--- src/common/spi_settings.svh ---
`ifndef SPI_SETTINGS_SVH
`define SPI_SETTINGS_SVH

// Wishbone port widths
`define SPI_WB_AW 4
`define SPI_WB_DW 32

// Register byte offsets
`define SPI_REG_DIV    4'h0
`define SPI_REG_TX     4'h4
`define SPI_REG_STATUS 4'h8
`define SPI_REG_RX     4'hC

`define SPI_DIV_RESET 8'd4 // Half period of 5 clk cycles

`endif

--- src/common/spi_pkg.sv ---
`include "spi_settings.svh"

package spi_pkg;

    // One byte on the serial side
    typedef logic [7:0] spi_byte_t;

    // Half-period divider, sclk = clk / (2 * (div + 1))
    typedef logic [7:0] spi_div_t;

    // Register file addressing and data
    typedef logic [`SPI_WB_AW-1:0] wb_addr_t;
    typedef logic [`SPI_WB_DW-1:0] wb_data_t;

    // Serial engine states
    typedef enum logic [1:0] {
        IDLE,   // cs_n high, waiting for start
        SETUP,  // cs_n low, bit 7 on mosi
        SHIFT,  // sclk toggling
        FINISH  // One cycle before release
    } spi_state_t;

endpackage

--- src/common/spi_byte_if.sv ---
`timescale 1ns/1ps

// Single byte request between register file and serial engine
interface spi_byte_if;

    logic               start;   // One-cycle pulse, only while busy is low
    spi_pkg::spi_byte_t tx_byte;
    spi_pkg::spi_div_t  div;
    logic               busy;    // High from the cycle after start to the end of the frame
    spi_pkg::spi_byte_t rx_byte; // Stable while busy is low

    modport requester (
        output start,
        output tx_byte,
        output div,
        input  busy,
        input  rx_byte
    );

    modport engine (
        input  start,
        input  tx_byte,
        input  div,
        output busy,
        output rx_byte
    );

endinterface

--- src/hw/spi_ctrl_top.sv ---
`timescale 1ns/1ps

// SPI master with Wishbone classic slave port
module spi_ctrl_top (
    input  logic              clk,
    input  logic              rst,
    input  logic              wb_cyc,
    input  logic              wb_stb,
    input  logic              wb_we,
    input  spi_pkg::wb_addr_t wb_adr,
    input  spi_pkg::wb_data_t wb_dat_w,
    output spi_pkg::wb_data_t wb_dat_r,
    output logic              wb_ack,
    output logic              sclk,
    output logic              cs_n,
    output logic              mosi,
    input  logic              miso
);

    spi_byte_if byte_req_if ();

    // Bus side
    spi_wb_regs spi_wb_regs_i (
        .clk      (clk),
        .rst      (rst),
        .wb_cyc   (wb_cyc),
        .wb_stb   (wb_stb),
        .wb_we    (wb_we),
        .wb_adr   (wb_adr),
        .wb_dat_w (wb_dat_w),
        .wb_dat_r (wb_dat_r),
        .wb_ack   (wb_ack),
        .byte_req (byte_req_if.requester)
    );

    // Serial side
    spi_master spi_master_i (
        .clk      (clk),
        .rst      (rst),
        .byte_req (byte_req_if.engine),
        .sclk     (sclk),
        .cs_n     (cs_n),
        .mosi     (mosi),
        .miso     (miso)
    );

endmodule

--- src/hw/spi_wb_regs.sv ---
`timescale 1ns/1ps
`include "spi_settings.svh"

// Wishbone classic register file for the SPI master
module spi_wb_regs (
    input  logic              clk,
    input  logic              rst,
    input  logic              wb_cyc,
    input  logic              wb_stb,
    input  logic              wb_we,
    input  spi_pkg::wb_addr_t wb_adr,
    input  spi_pkg::wb_data_t wb_dat_w,
    output spi_pkg::wb_data_t wb_dat_r,
    output logic              wb_ack,
    spi_byte_if.requester     byte_req
);

    logic               req_new;   // Request seen and not yet acked
    logic               wr_tx;
    logic               tx_accept; // TX write that actually starts a frame
    logic               overflow;
    spi_pkg::spi_div_t  div_q;
    spi_pkg::spi_byte_t tx_q;

    assign req_new   = wb_cyc && wb_stb && !wb_ack;
    assign wr_tx     = req_new && wb_we && (wb_adr == `SPI_REG_TX);
    assign tx_accept = wr_tx && !byte_req.busy;

    assign byte_req.div     = div_q;
    assign byte_req.tx_byte = tx_q;

    always_ff @(posedge clk) begin
        if (rst) begin
            wb_ack         <= 1'b0;
            byte_req.start <= 1'b0;
            div_q          <= `SPI_DIV_RESET;
            overflow       <= 1'b0;
        end else begin
            wb_ack         <= req_new;
            byte_req.start <= tx_accept; // Lines up with the ack

            if (req_new && wb_we && (wb_adr == `SPI_REG_DIV)) begin
                div_q <= wb_dat_w[7:0];
            end

            if (req_new && !wb_we && (wb_adr == `SPI_REG_STATUS)) begin
                overflow <= 1'b0; // Cleared by reading
            end else if (wr_tx && !tx_accept) begin
                overflow <= 1'b1; // Byte dropped while the engine is busy
            end
        end
    end

    // Byte in flight only changes when a frame is accepted
    always_ff @(posedge clk) begin
        if (tx_accept) begin
            tx_q <= wb_dat_w[7:0];
        end
    end

    always_ff @(posedge clk) begin
        if (req_new && !wb_we) begin
            case (wb_adr)
                `SPI_REG_DIV:    wb_dat_r <= spi_pkg::wb_data_t'(div_q);
                `SPI_REG_STATUS: wb_dat_r <= spi_pkg::wb_data_t'({overflow, byte_req.busy});
                `SPI_REG_RX:     wb_dat_r <= spi_pkg::wb_data_t'(byte_req.rx_byte);
                default:         wb_dat_r <= '0; // TX is write only
            endcase
        end
    end

    // Each request gets a single ack
    ack_single_cycle: assert property (@(posedge clk) disable iff (rst)
        wb_ack |=> !wb_ack);

    // Engine must be idle when a frame is requested
    start_only_idle: assert property (@(posedge clk) disable iff (rst)
        byte_req.start |-> !byte_req.busy);

endmodule

--- src/spi_master/spi_master.sv ---
`timescale 1ns/1ps

// Single byte SPI master, mode 0, MSB first
module spi_master (
    input  logic       clk,
    input  logic       rst,
    spi_byte_if.engine byte_req,
    output logic       sclk,
    output logic       cs_n,
    output logic       mosi,
    input  logic       miso
);

    spi_pkg::spi_state_t state;
    spi_pkg::spi_div_t   div_q;    // Divider latched at start
    spi_pkg::spi_div_t   half_cnt; // clk cycles within a half period
    logic [2:0]          bit_cnt;  // Falling edges seen
    spi_pkg::spi_byte_t  tx_sh;
    spi_pkg::spi_byte_t  rx_sh;
    logic                half_end;
    logic                rise_edge;
    logic                fall_edge;

    assign half_end  = (half_cnt == div_q);
    assign rise_edge = half_end && ((state == spi_pkg::SETUP) ||
                                    ((state == spi_pkg::SHIFT) && !sclk));
    assign fall_edge = half_end && (state == spi_pkg::SHIFT) && sclk;

    assign byte_req.busy = (state != spi_pkg::IDLE);
    assign mosi          = (state == spi_pkg::IDLE) ? 1'b0 : tx_sh[7];

    always_ff @(posedge clk) begin
        if (rst) begin
            state            <= spi_pkg::IDLE;
            sclk             <= 1'b0;
            cs_n             <= 1'b1;
            half_cnt         <= '0;
            bit_cnt          <= '0;
            byte_req.rx_byte <= '0;
        end else begin
            case (state)
                spi_pkg::IDLE: begin
                    half_cnt <= '0;
                    bit_cnt  <= '0;
                    if (byte_req.start) begin
                        state <= spi_pkg::SETUP;
                        cs_n  <= 1'b0;
                    end
                end
                spi_pkg::SETUP: begin
                    // Bit 7 already on mosi, wait one half period
                    if (half_end) begin
                        half_cnt <= '0;
                        sclk     <= 1'b1;
                        state    <= spi_pkg::SHIFT;
                    end else begin
                        half_cnt <= half_cnt + 1'b1;
                    end
                end
                spi_pkg::SHIFT: begin
                    if (half_end) begin
                        half_cnt <= '0;
                        sclk     <= !sclk;
                        if (sclk) begin
                            bit_cnt <= bit_cnt + 1'b1;
                            if (bit_cnt == 3'd7) begin
                                state <= spi_pkg::FINISH; // Eighth falling edge
                            end
                        end
                    end else begin
                        half_cnt <= half_cnt + 1'b1;
                    end
                end
                spi_pkg::FINISH: begin
                    cs_n             <= 1'b1;
                    byte_req.rx_byte <= rx_sh;
                    state            <= spi_pkg::IDLE;
                end
                default: state <= spi_pkg::IDLE;
            endcase
        end
    end

    // Shift registers and latched divider
    always_ff @(posedge clk) begin
        if ((state == spi_pkg::IDLE) && byte_req.start) begin
            div_q <= byte_req.div;
            tx_sh <= byte_req.tx_byte;
        end
        if (rise_edge) begin
            rx_sh <= {rx_sh[6:0], miso}; // Sample on sclk rising
        end
        if (fall_edge) begin
            tx_sh <= {tx_sh[6:0], 1'b0}; // Next bit while sclk low
        end
    end

    // No clock pulses outside a frame
    sclk_idle_low: assert property (@(posedge clk) disable iff (rst)
        cs_n |-> !sclk);

    // Select and busy move together, register file sees the frame as cs_n does
    busy_tracks_cs: assert property (@(posedge clk) disable iff (rst)
        (state != spi_pkg::FINISH) |-> (byte_req.busy == !cs_n));

endmodule
--- config.mk ---
export PLATFORM = sky130hd
export DESIGN_NAME = spi_ctrl_top
export DESIGN_NICKNAME = d
export VERILOG_FILES = /design/src/common/spi_pkg.sv /design/src/common/spi_byte_if.sv /design/src/hw/spi_ctrl_top.sv /design/src/hw/spi_wb_regs.sv /design/src/spi_master/spi_master.sv
export VERILOG_INCLUDE_DIRS = /design/src /design/src/common
export SDC_FILE = /design/constraint.sdc
export NUM_CORES = 1
export LEC_CHECK = 0
export BUFFER_PORTS_ARGS = -buffer_cell sky130_fd_sc_hd__buf_4
export CAP_MARGIN = 20
export CORE_UTILIZATION = 45
export CTS_BUF_LIST = sky130_fd_sc_hd__clkbuf_8 sky130_fd_sc_hd__clkbuf_16
export CTS_CLUSTER_SIZE = 10
export DETAILED_ROUTE_END_ITERATION = 8
export HOLD_SLACK_MARGIN = 0.15
export PLACE_DENSITY = 0.66
export SETUP_SLACK_MARGIN = 0.02
export SLEW_MARGIN = 10
export SYNTH_ARGS = -nofsm -noshare
export SYNTH_HDL_FRONTEND = slang
export SYNTH_HIERARCHICAL = 1
export SYNTH_SLANG_ARGS = --single-unit
--- constraint.sdc ---
create_clock -name clk -period 2.4 [get_ports clk]
set_input_delay 0 -clock clk [delete_from_list [all_inputs] [get_ports clk]]
set_output_delay 0 -clock clk [all_outputs]
set_load 0.01 [all_outputs]
# Word level (Yosys, flattened, before mapping)
# Index checks and enable logic that the tools add are counted.
[word_totals] output_inout_bits=36 input_bits=42 regBits=98 wordCells=85
[classes] eq_ne=13 n_mux=20 addsub=2 n_reduce_logical=34
[ops] operator="two-way mux 8 bit" count=3
[ops] operator="one-hot mux 8 bit (3 select lines)" count=1
[ops] operator="one-hot mux 8 bit (2 select lines)" count=1
[ops] operator="logical AND 1 bit" count=14
[ops] operator="nonzero test 2 bit" count=6
[ops] operator="two-way mux 2 bit" count=5
[ops] operator="adder 8 x 1 -> 8 bit, second input constant" count=1
[ops] operator="equality test 4 bit, second input constant" count=2
[ops] operator="equality test 8 bit" count=1
[ops] operator="one-hot mux 2 bit (4 select lines)" count=1
[ops] operator="two-way mux 3 bit" count=2
[ops] operator="!= test 2 x 1 -> 1 bit, second input constant" count=3
[ops] operator="one-hot mux 3 bit (2 select lines)" count=1
[ops] operator="AND reduction 3 bit" count=2
[ops] operator="zero test 1 bit" count=5
[ops] operator="AND reduction 5 bit" count=1
[ops] operator="equality test 2 bit, second input constant" count=2
[ops] operator="equality test 4 x 3 -> 1 bit, second input constant" count=1
[ops] operator="zero test 4 bit" count=1
[ops] operator="two-way mux 1 bit" count=4
[ops] operator="!= test 2 bit, second input constant" count=2
[ops] operator="one-hot mux 1 bit (2 select lines)" count=2
[ops] operator="OR reduction 2 bit" count=2
[ops] operator="adder 3 x 1 -> 3 bit, second input constant" count=1
[ops] operator="5 further kinds" count=5

# Depth between registers and ports, before layout
[logic_depth] ltp_word=7 depth_mapped=7 mapped_depth_nobuf=6

# Hierarchy
# The synthesis kept the hierarchy.
[by_module_without_submodules] mod="spi_master" seq_area_each_um2=1171.1 instances=1 cells_per_inst=188 area_each_um2=2203.4
[by_module_without_submodules] mod="spi_wb_regs" seq_area_each_um2=700.7 instances=1 cells_per_inst=116 area_each_um2=1311.3

# Least setup slack after synthesis
# Ideal clock, no wire load.
[synth_path] kind="reg-to-reg" from="register spi_master_i.div_q[1]" to="register spi_master_i.rx_sh[0], enable pin" synth_period_minus_slack_ns=2.226 setup_time_ns=0.383 n_path_buf=1 stages_incl_launch_ff=5 arrival_ns=1.843 slack_ns=0.174 required_ns=2.017 path_cell_list="edfxtp_1 > xor2_1 > or4_1 > buf_6 > nor3_1"
[synth_via] elab_chain_cells=2
[synth_lines] item="start, declared" line_no="spi_master.sv:15" rtl="spi_pkg::spi_div_t div_q;"
[synth_lines] item="start signal, assigned" line_no="spi_master.sv:87" rtl="div_q <= byte_req.div;"
[synth_lines] item="equality test 8 bit" line_no="spi_master.sv:24" rtl="assign half_end = (half_cnt == div_q);"
[synth_lines] item="logical AND 1 bit" line_no="spi_master.sv:25" rtl="assign rise_edge = half_end && ((state == spi_pkg::SETUP) ||"
[synth_lines] item="net spi_master_i.rise_edge" line_no="spi_master.sv:21" rtl="logic rise_edge;"
[synth_lines] item="end signal, assigned" line_no="spi_master.sv:91" rtl="rx_sh <= {rx_sh[6:0], miso};"
[synth_lines] item="end, declared" line_no="spi_master.sv:19" rtl="spi_pkg::spi_byte_t rx_sh;"
# The timed path passes the listed nets, and every way through them passes these cells.
# A chain may end at the register's enable or synchronous reset.

# Final worst setup path
[layout_path] from="register spi_master_i.div_q[6]" to="register spi_master_i.tx_sh[7] (data pin)"
[layout_via] elab_chain_cells=4
[layout_lines] item="equality test 8 bit" line_no="spi_master.sv:24"
[layout_lines] item="logical AND 1 bit (2 in series)" line_no="spi_master.sv:27" rtl="assign fall_edge = half_end && (state == spi_pkg::SHIFT) && sclk;"
[layout_lines] item="two-way mux 8 bit" line_no="spi_master.sv:93" rtl="if (fall_edge) begin"
[layout_lines] item="end signal, assigned" line_no="spi_master.sv:88" rtl="tx_sh <= byte_req.tx_byte;"
[layout_lines] item="end signal, assigned" line_no="spi_master.sv:94" rtl="tx_sh <= {tx_sh[6:0], 1'b0};"
[layout_lines] item="end, declared" line_no="spi_master.sv:18" rtl="spi_pkg::spi_byte_t tx_sh;"
# Every way passes these cells.

==> results_dict.tcl <==
set metrics [dict create \
    synthAdderAreaFrac_pct 3.20 \
    clk_latency_ns 0.35 \
    netlist-cell-type-count 51 \
    p_leak_nw 1.63 \
    max_freq_mhz 464 \
    clockBufferDepth 2 \
    die_x_um 90.4 \
    synthMuxAreaShare_pct 9.18 \
    core_area_sq_um 7410 \
    grt_pass1_vias 2232 \
    syn2layout_area_growth_pct 18.9 \
    synth_top_family_by_area "simple AND/OR/NAND/NOR gates" \
    antenna_cells 0 \
    yosys_warnings 6 \
    cts_sinks 74 \
    cts_buffers 9 \
    drc 0 \
    worst_slack_ns 0.246 \
    final_area_sq_um 4180 \
    cts_setup_buffers 0 \
    numPortBuffers 29 \
    rsz0062_at_grt "false" \
    grt_max_degree 47 \
    avgViaCountPerCell 5.11 \
    fp.dieArea_sq_um 8170 \
    rows 31 \
    cp_max_fo 12 \
    antenna_found_initial 0 \
    cts_resized 0 \
    setup_tns_ns 0 \
    grt_overflow 0 \
    firstDrtPassIters 4 \
    hold_path_class "input pin to flop" \
    synth-edff-count 39 \
    tightest_slew_ns 0.769 \
    wire_per_inst_um 14.7 \
    synthXorXnorAreaFrac_pct 3.24 \
    place_area_sq_um 3750 \
    finalSetupViolCount 0 \
    power_mw 3.02 \
    p_per_area_nw_per_um2 722 \
    critical_path_class "flop to flop" \
    h-tree-depth 3 \
    clock_power_share_pct 42.3 \
    cap_violations 0 \
    seq_power_share_pct 45.7 \
    initial_core_util_pct 47.4 \
    relSlewSlack_pct 48.6 \
    tritoncts "yes" \
    fin_skew_ns 0.00658 \
    gp_congestion 0.778 \
    min_period_ns 2.15 \
    ant_nets 0 \
    synth-compound-area-share_pct 6.73 \
    ys.flop_type "edfxtp_1" \
    vias 2333 \
    final_common_cell "edfxtp_1" \
    finalHoldViolations 0 \
    slew_viol_final 0 \
    chipHeight_um 90.4 \
    drt_iter0_markers 123 \
    mostFrequentLayoutCells "39 x edfxtp_1, 36 x buf_4, 35 x dfxtp_1, 26 x nor2_1, 24 x conb_1" \
    power.switching_mw 0.729 \
    totalWireLength_mm 6.72 \
    ir_drop_mv 0.350 \
    grt_pass1_wl_mm 10.9 \
    syn-cell-area_sq_um 3510 \
    crit_required_ns 2.51 \
    cp-end-kind "flop" \
    drive_above_1_share_pct 18.7 \
    grt.total_usage_pct 17.4 \
    yosys.area_share.simple_pct 15.9 \
    syn_avg_cell_area_sq_um 11.6 \
    pre_cts_ws_ns 0.245 \
    synth_cells 304 \
    clockRootBuffer "clkbuf_8" \
    synth-seq-cells 74 \
    ys_seq_area_share_pct 53.3 \
    dp_hpwl_mm 4.34 \
    power.share.combinational_pct 12.0 \
    io_pins 78 \
    status "finished clean" \
    start_kind "flop" \
    cp.arrival_ns 2.26 \
    synthArstFlopShare_pct 0 \
    fin_crit_sh_pct 89.8 \
    finalNetCount 404 \
    intPower_mw 2.29 \
    p_sw_share_pct 24.2 \
    clk_pin_slew_ns 0.08 \
    cts_hold_buf 16 \
]
[cell type report]
type,count,area (sq um)
Timing Repair Buffer,53,450
Fill cell,639,3230
Clock inverter,7,141
Clock buffer,9,124
Sequential cell,74,1870
Inverter,8,30.0
Multi-Input combinational cell,207,1440
Tap cell,99,124
[synthesized netlist by cell type (2+ instances only)]
| master | count | area share, % |
|---|---|---|
| nor2_1 | 26 | 2.8 |
| edfxtp_1 | 39 | 33 |
| dfxtp_1 | 35 | 20 |
| o22ai_1 | 2 | 0.36 |
| or2_2 | 3 | 0.53 |
| nand2_1 | 12 | 1.3 |
| and4b_1 | 2 | 0.57 |
| o211ai_1 | 2 | 0.43 |
| mux2_2 | 2 | 0.64 |
| buf_4 | 24 | 5.1 |
| xor2_1 | 11 | 2.7 |
| xnor2_1 | 2 | 0.50 |
| nand3_1 | 6 | 0.85 |
| nor2b_1 | 3 | 0.53 |
| nor4_1 | 5 | 0.89 |
| a21oi_1 | 6 | 0.85 |
| or4_1 | 3 | 0.64 |
| clkbuf_1 | 9 | 0.96 |
| mux2i_1 | 21 | 6.0 |
| nand2b_1 | 15 | 2.7 |
| a2111o_1 | 2 | 0.64 |
| nor3b_1 | 3 | 0.64 |
| buf_6 | 4 | 1.3 |
| a22oi_1 | 6 | 1.3 |
| a211oi_1 | 5 | 1.1 |
| inv_1 | 8 | 0.85 |
| and3_1 | 7 | 1.2 |
| o21ai_0 | 2 | 0.28 |
| ha_1 | 9 | 3.2 |
| mux2_4 | 6 | 2.6 |
| nor3_1 | 4 | 0.57 |
[kinds of logic after synthesis]
logic type / Yosys count
simple gates: 99
flops: 74
buf+inv: 46
compound gates: 33
mux: 29
xor+xnor: 13
fa+ha+maj: 9
other cells: 1
[power groups by stage]
stage	Sequential (mW)	Combinational, mW	Clock, mW
after floorplan	1.40	0.253	0
after global placement	1.40	0.328	0
after detailed placement	1.41	0.332	0
after CTS	1.38	0.358	1.30
after global routing	1.38	0.399	1.35
final	1.38	0.361	1.28
[sequential cells by signal, summed over array words and instances (netlist names)]
signal and cells:
spi_wb_regs_i/byte_req.div 8, spi_wb_regs_i/overflow 1, spi_wb_regs_i/byte_req.start 1, spi_master_i/state 2, spi_wb_regs_i/wb_dat_r 8, spi_master_i/half_cnt 8
spi_wb_regs_i/byte_req.tx_byte 8, spi_master_i/bit_cnt 3, spi_master_i/tx_sh 8, spi_master_i/cs_n 1, spi_wb_regs_i/wb_ack 1, spi_master_i/rx_sh 8
spi_master_i/div_q 8, spi_master_i/byte_req.rx_byte 8, spi_master_i/sclk 1
[final timing paths]
path                                         from                                       to  slack [ns]  cells past startpoint
hold / removal                             wb_stb  spi_wb_regs_i/byte_req.start$_SDFF_PP0_        0.21                      4
setup / recovery  spi_master_i/div_q[6]$_DFFE_PN_          spi_master_i/tx_sh[7]$_DFFE_PP_        0.25                      5
hold reg to reg   spi_master_i/rx_sh[6]$_DFFE_PP_          spi_master_i/rx_sh[7]$_DFFE_PP_        0.45                      0
setup reg to reg  spi_master_i/div_q[6]$_DFFE_PN_          spi_master_i/tx_sh[7]$_DFFE_PP_        0.25                      5
[layer usage]
layer,GRT usage [%],part of all wire (%)
met4,9.14,2.6
met3,3.79,4.3
met5,0,0
met2,28.8,48
met1,21.3,45
[worst max-delay path, cell delays in order, from the launching register on]
cell and delay, ns:
edfxtp_1 0.38, xor2_1 0.17, or4_1 0.59, nor3_4 0.26, buf_12 0.18, mux2_2 0.34
[stage by stage]
step,util [%],hold WS [ns],instances
3_5_place_dp,50.7,0.180,425
2_1_floorplan,-,0.0989,327
6_report,56.4,0.213,457
3_3_place_gp,50.7,0.179,425
4_1_cts,56.4,0.195,457
5_1_grt,56.4,0.252,457
Power figures use the tool's default switching activity.
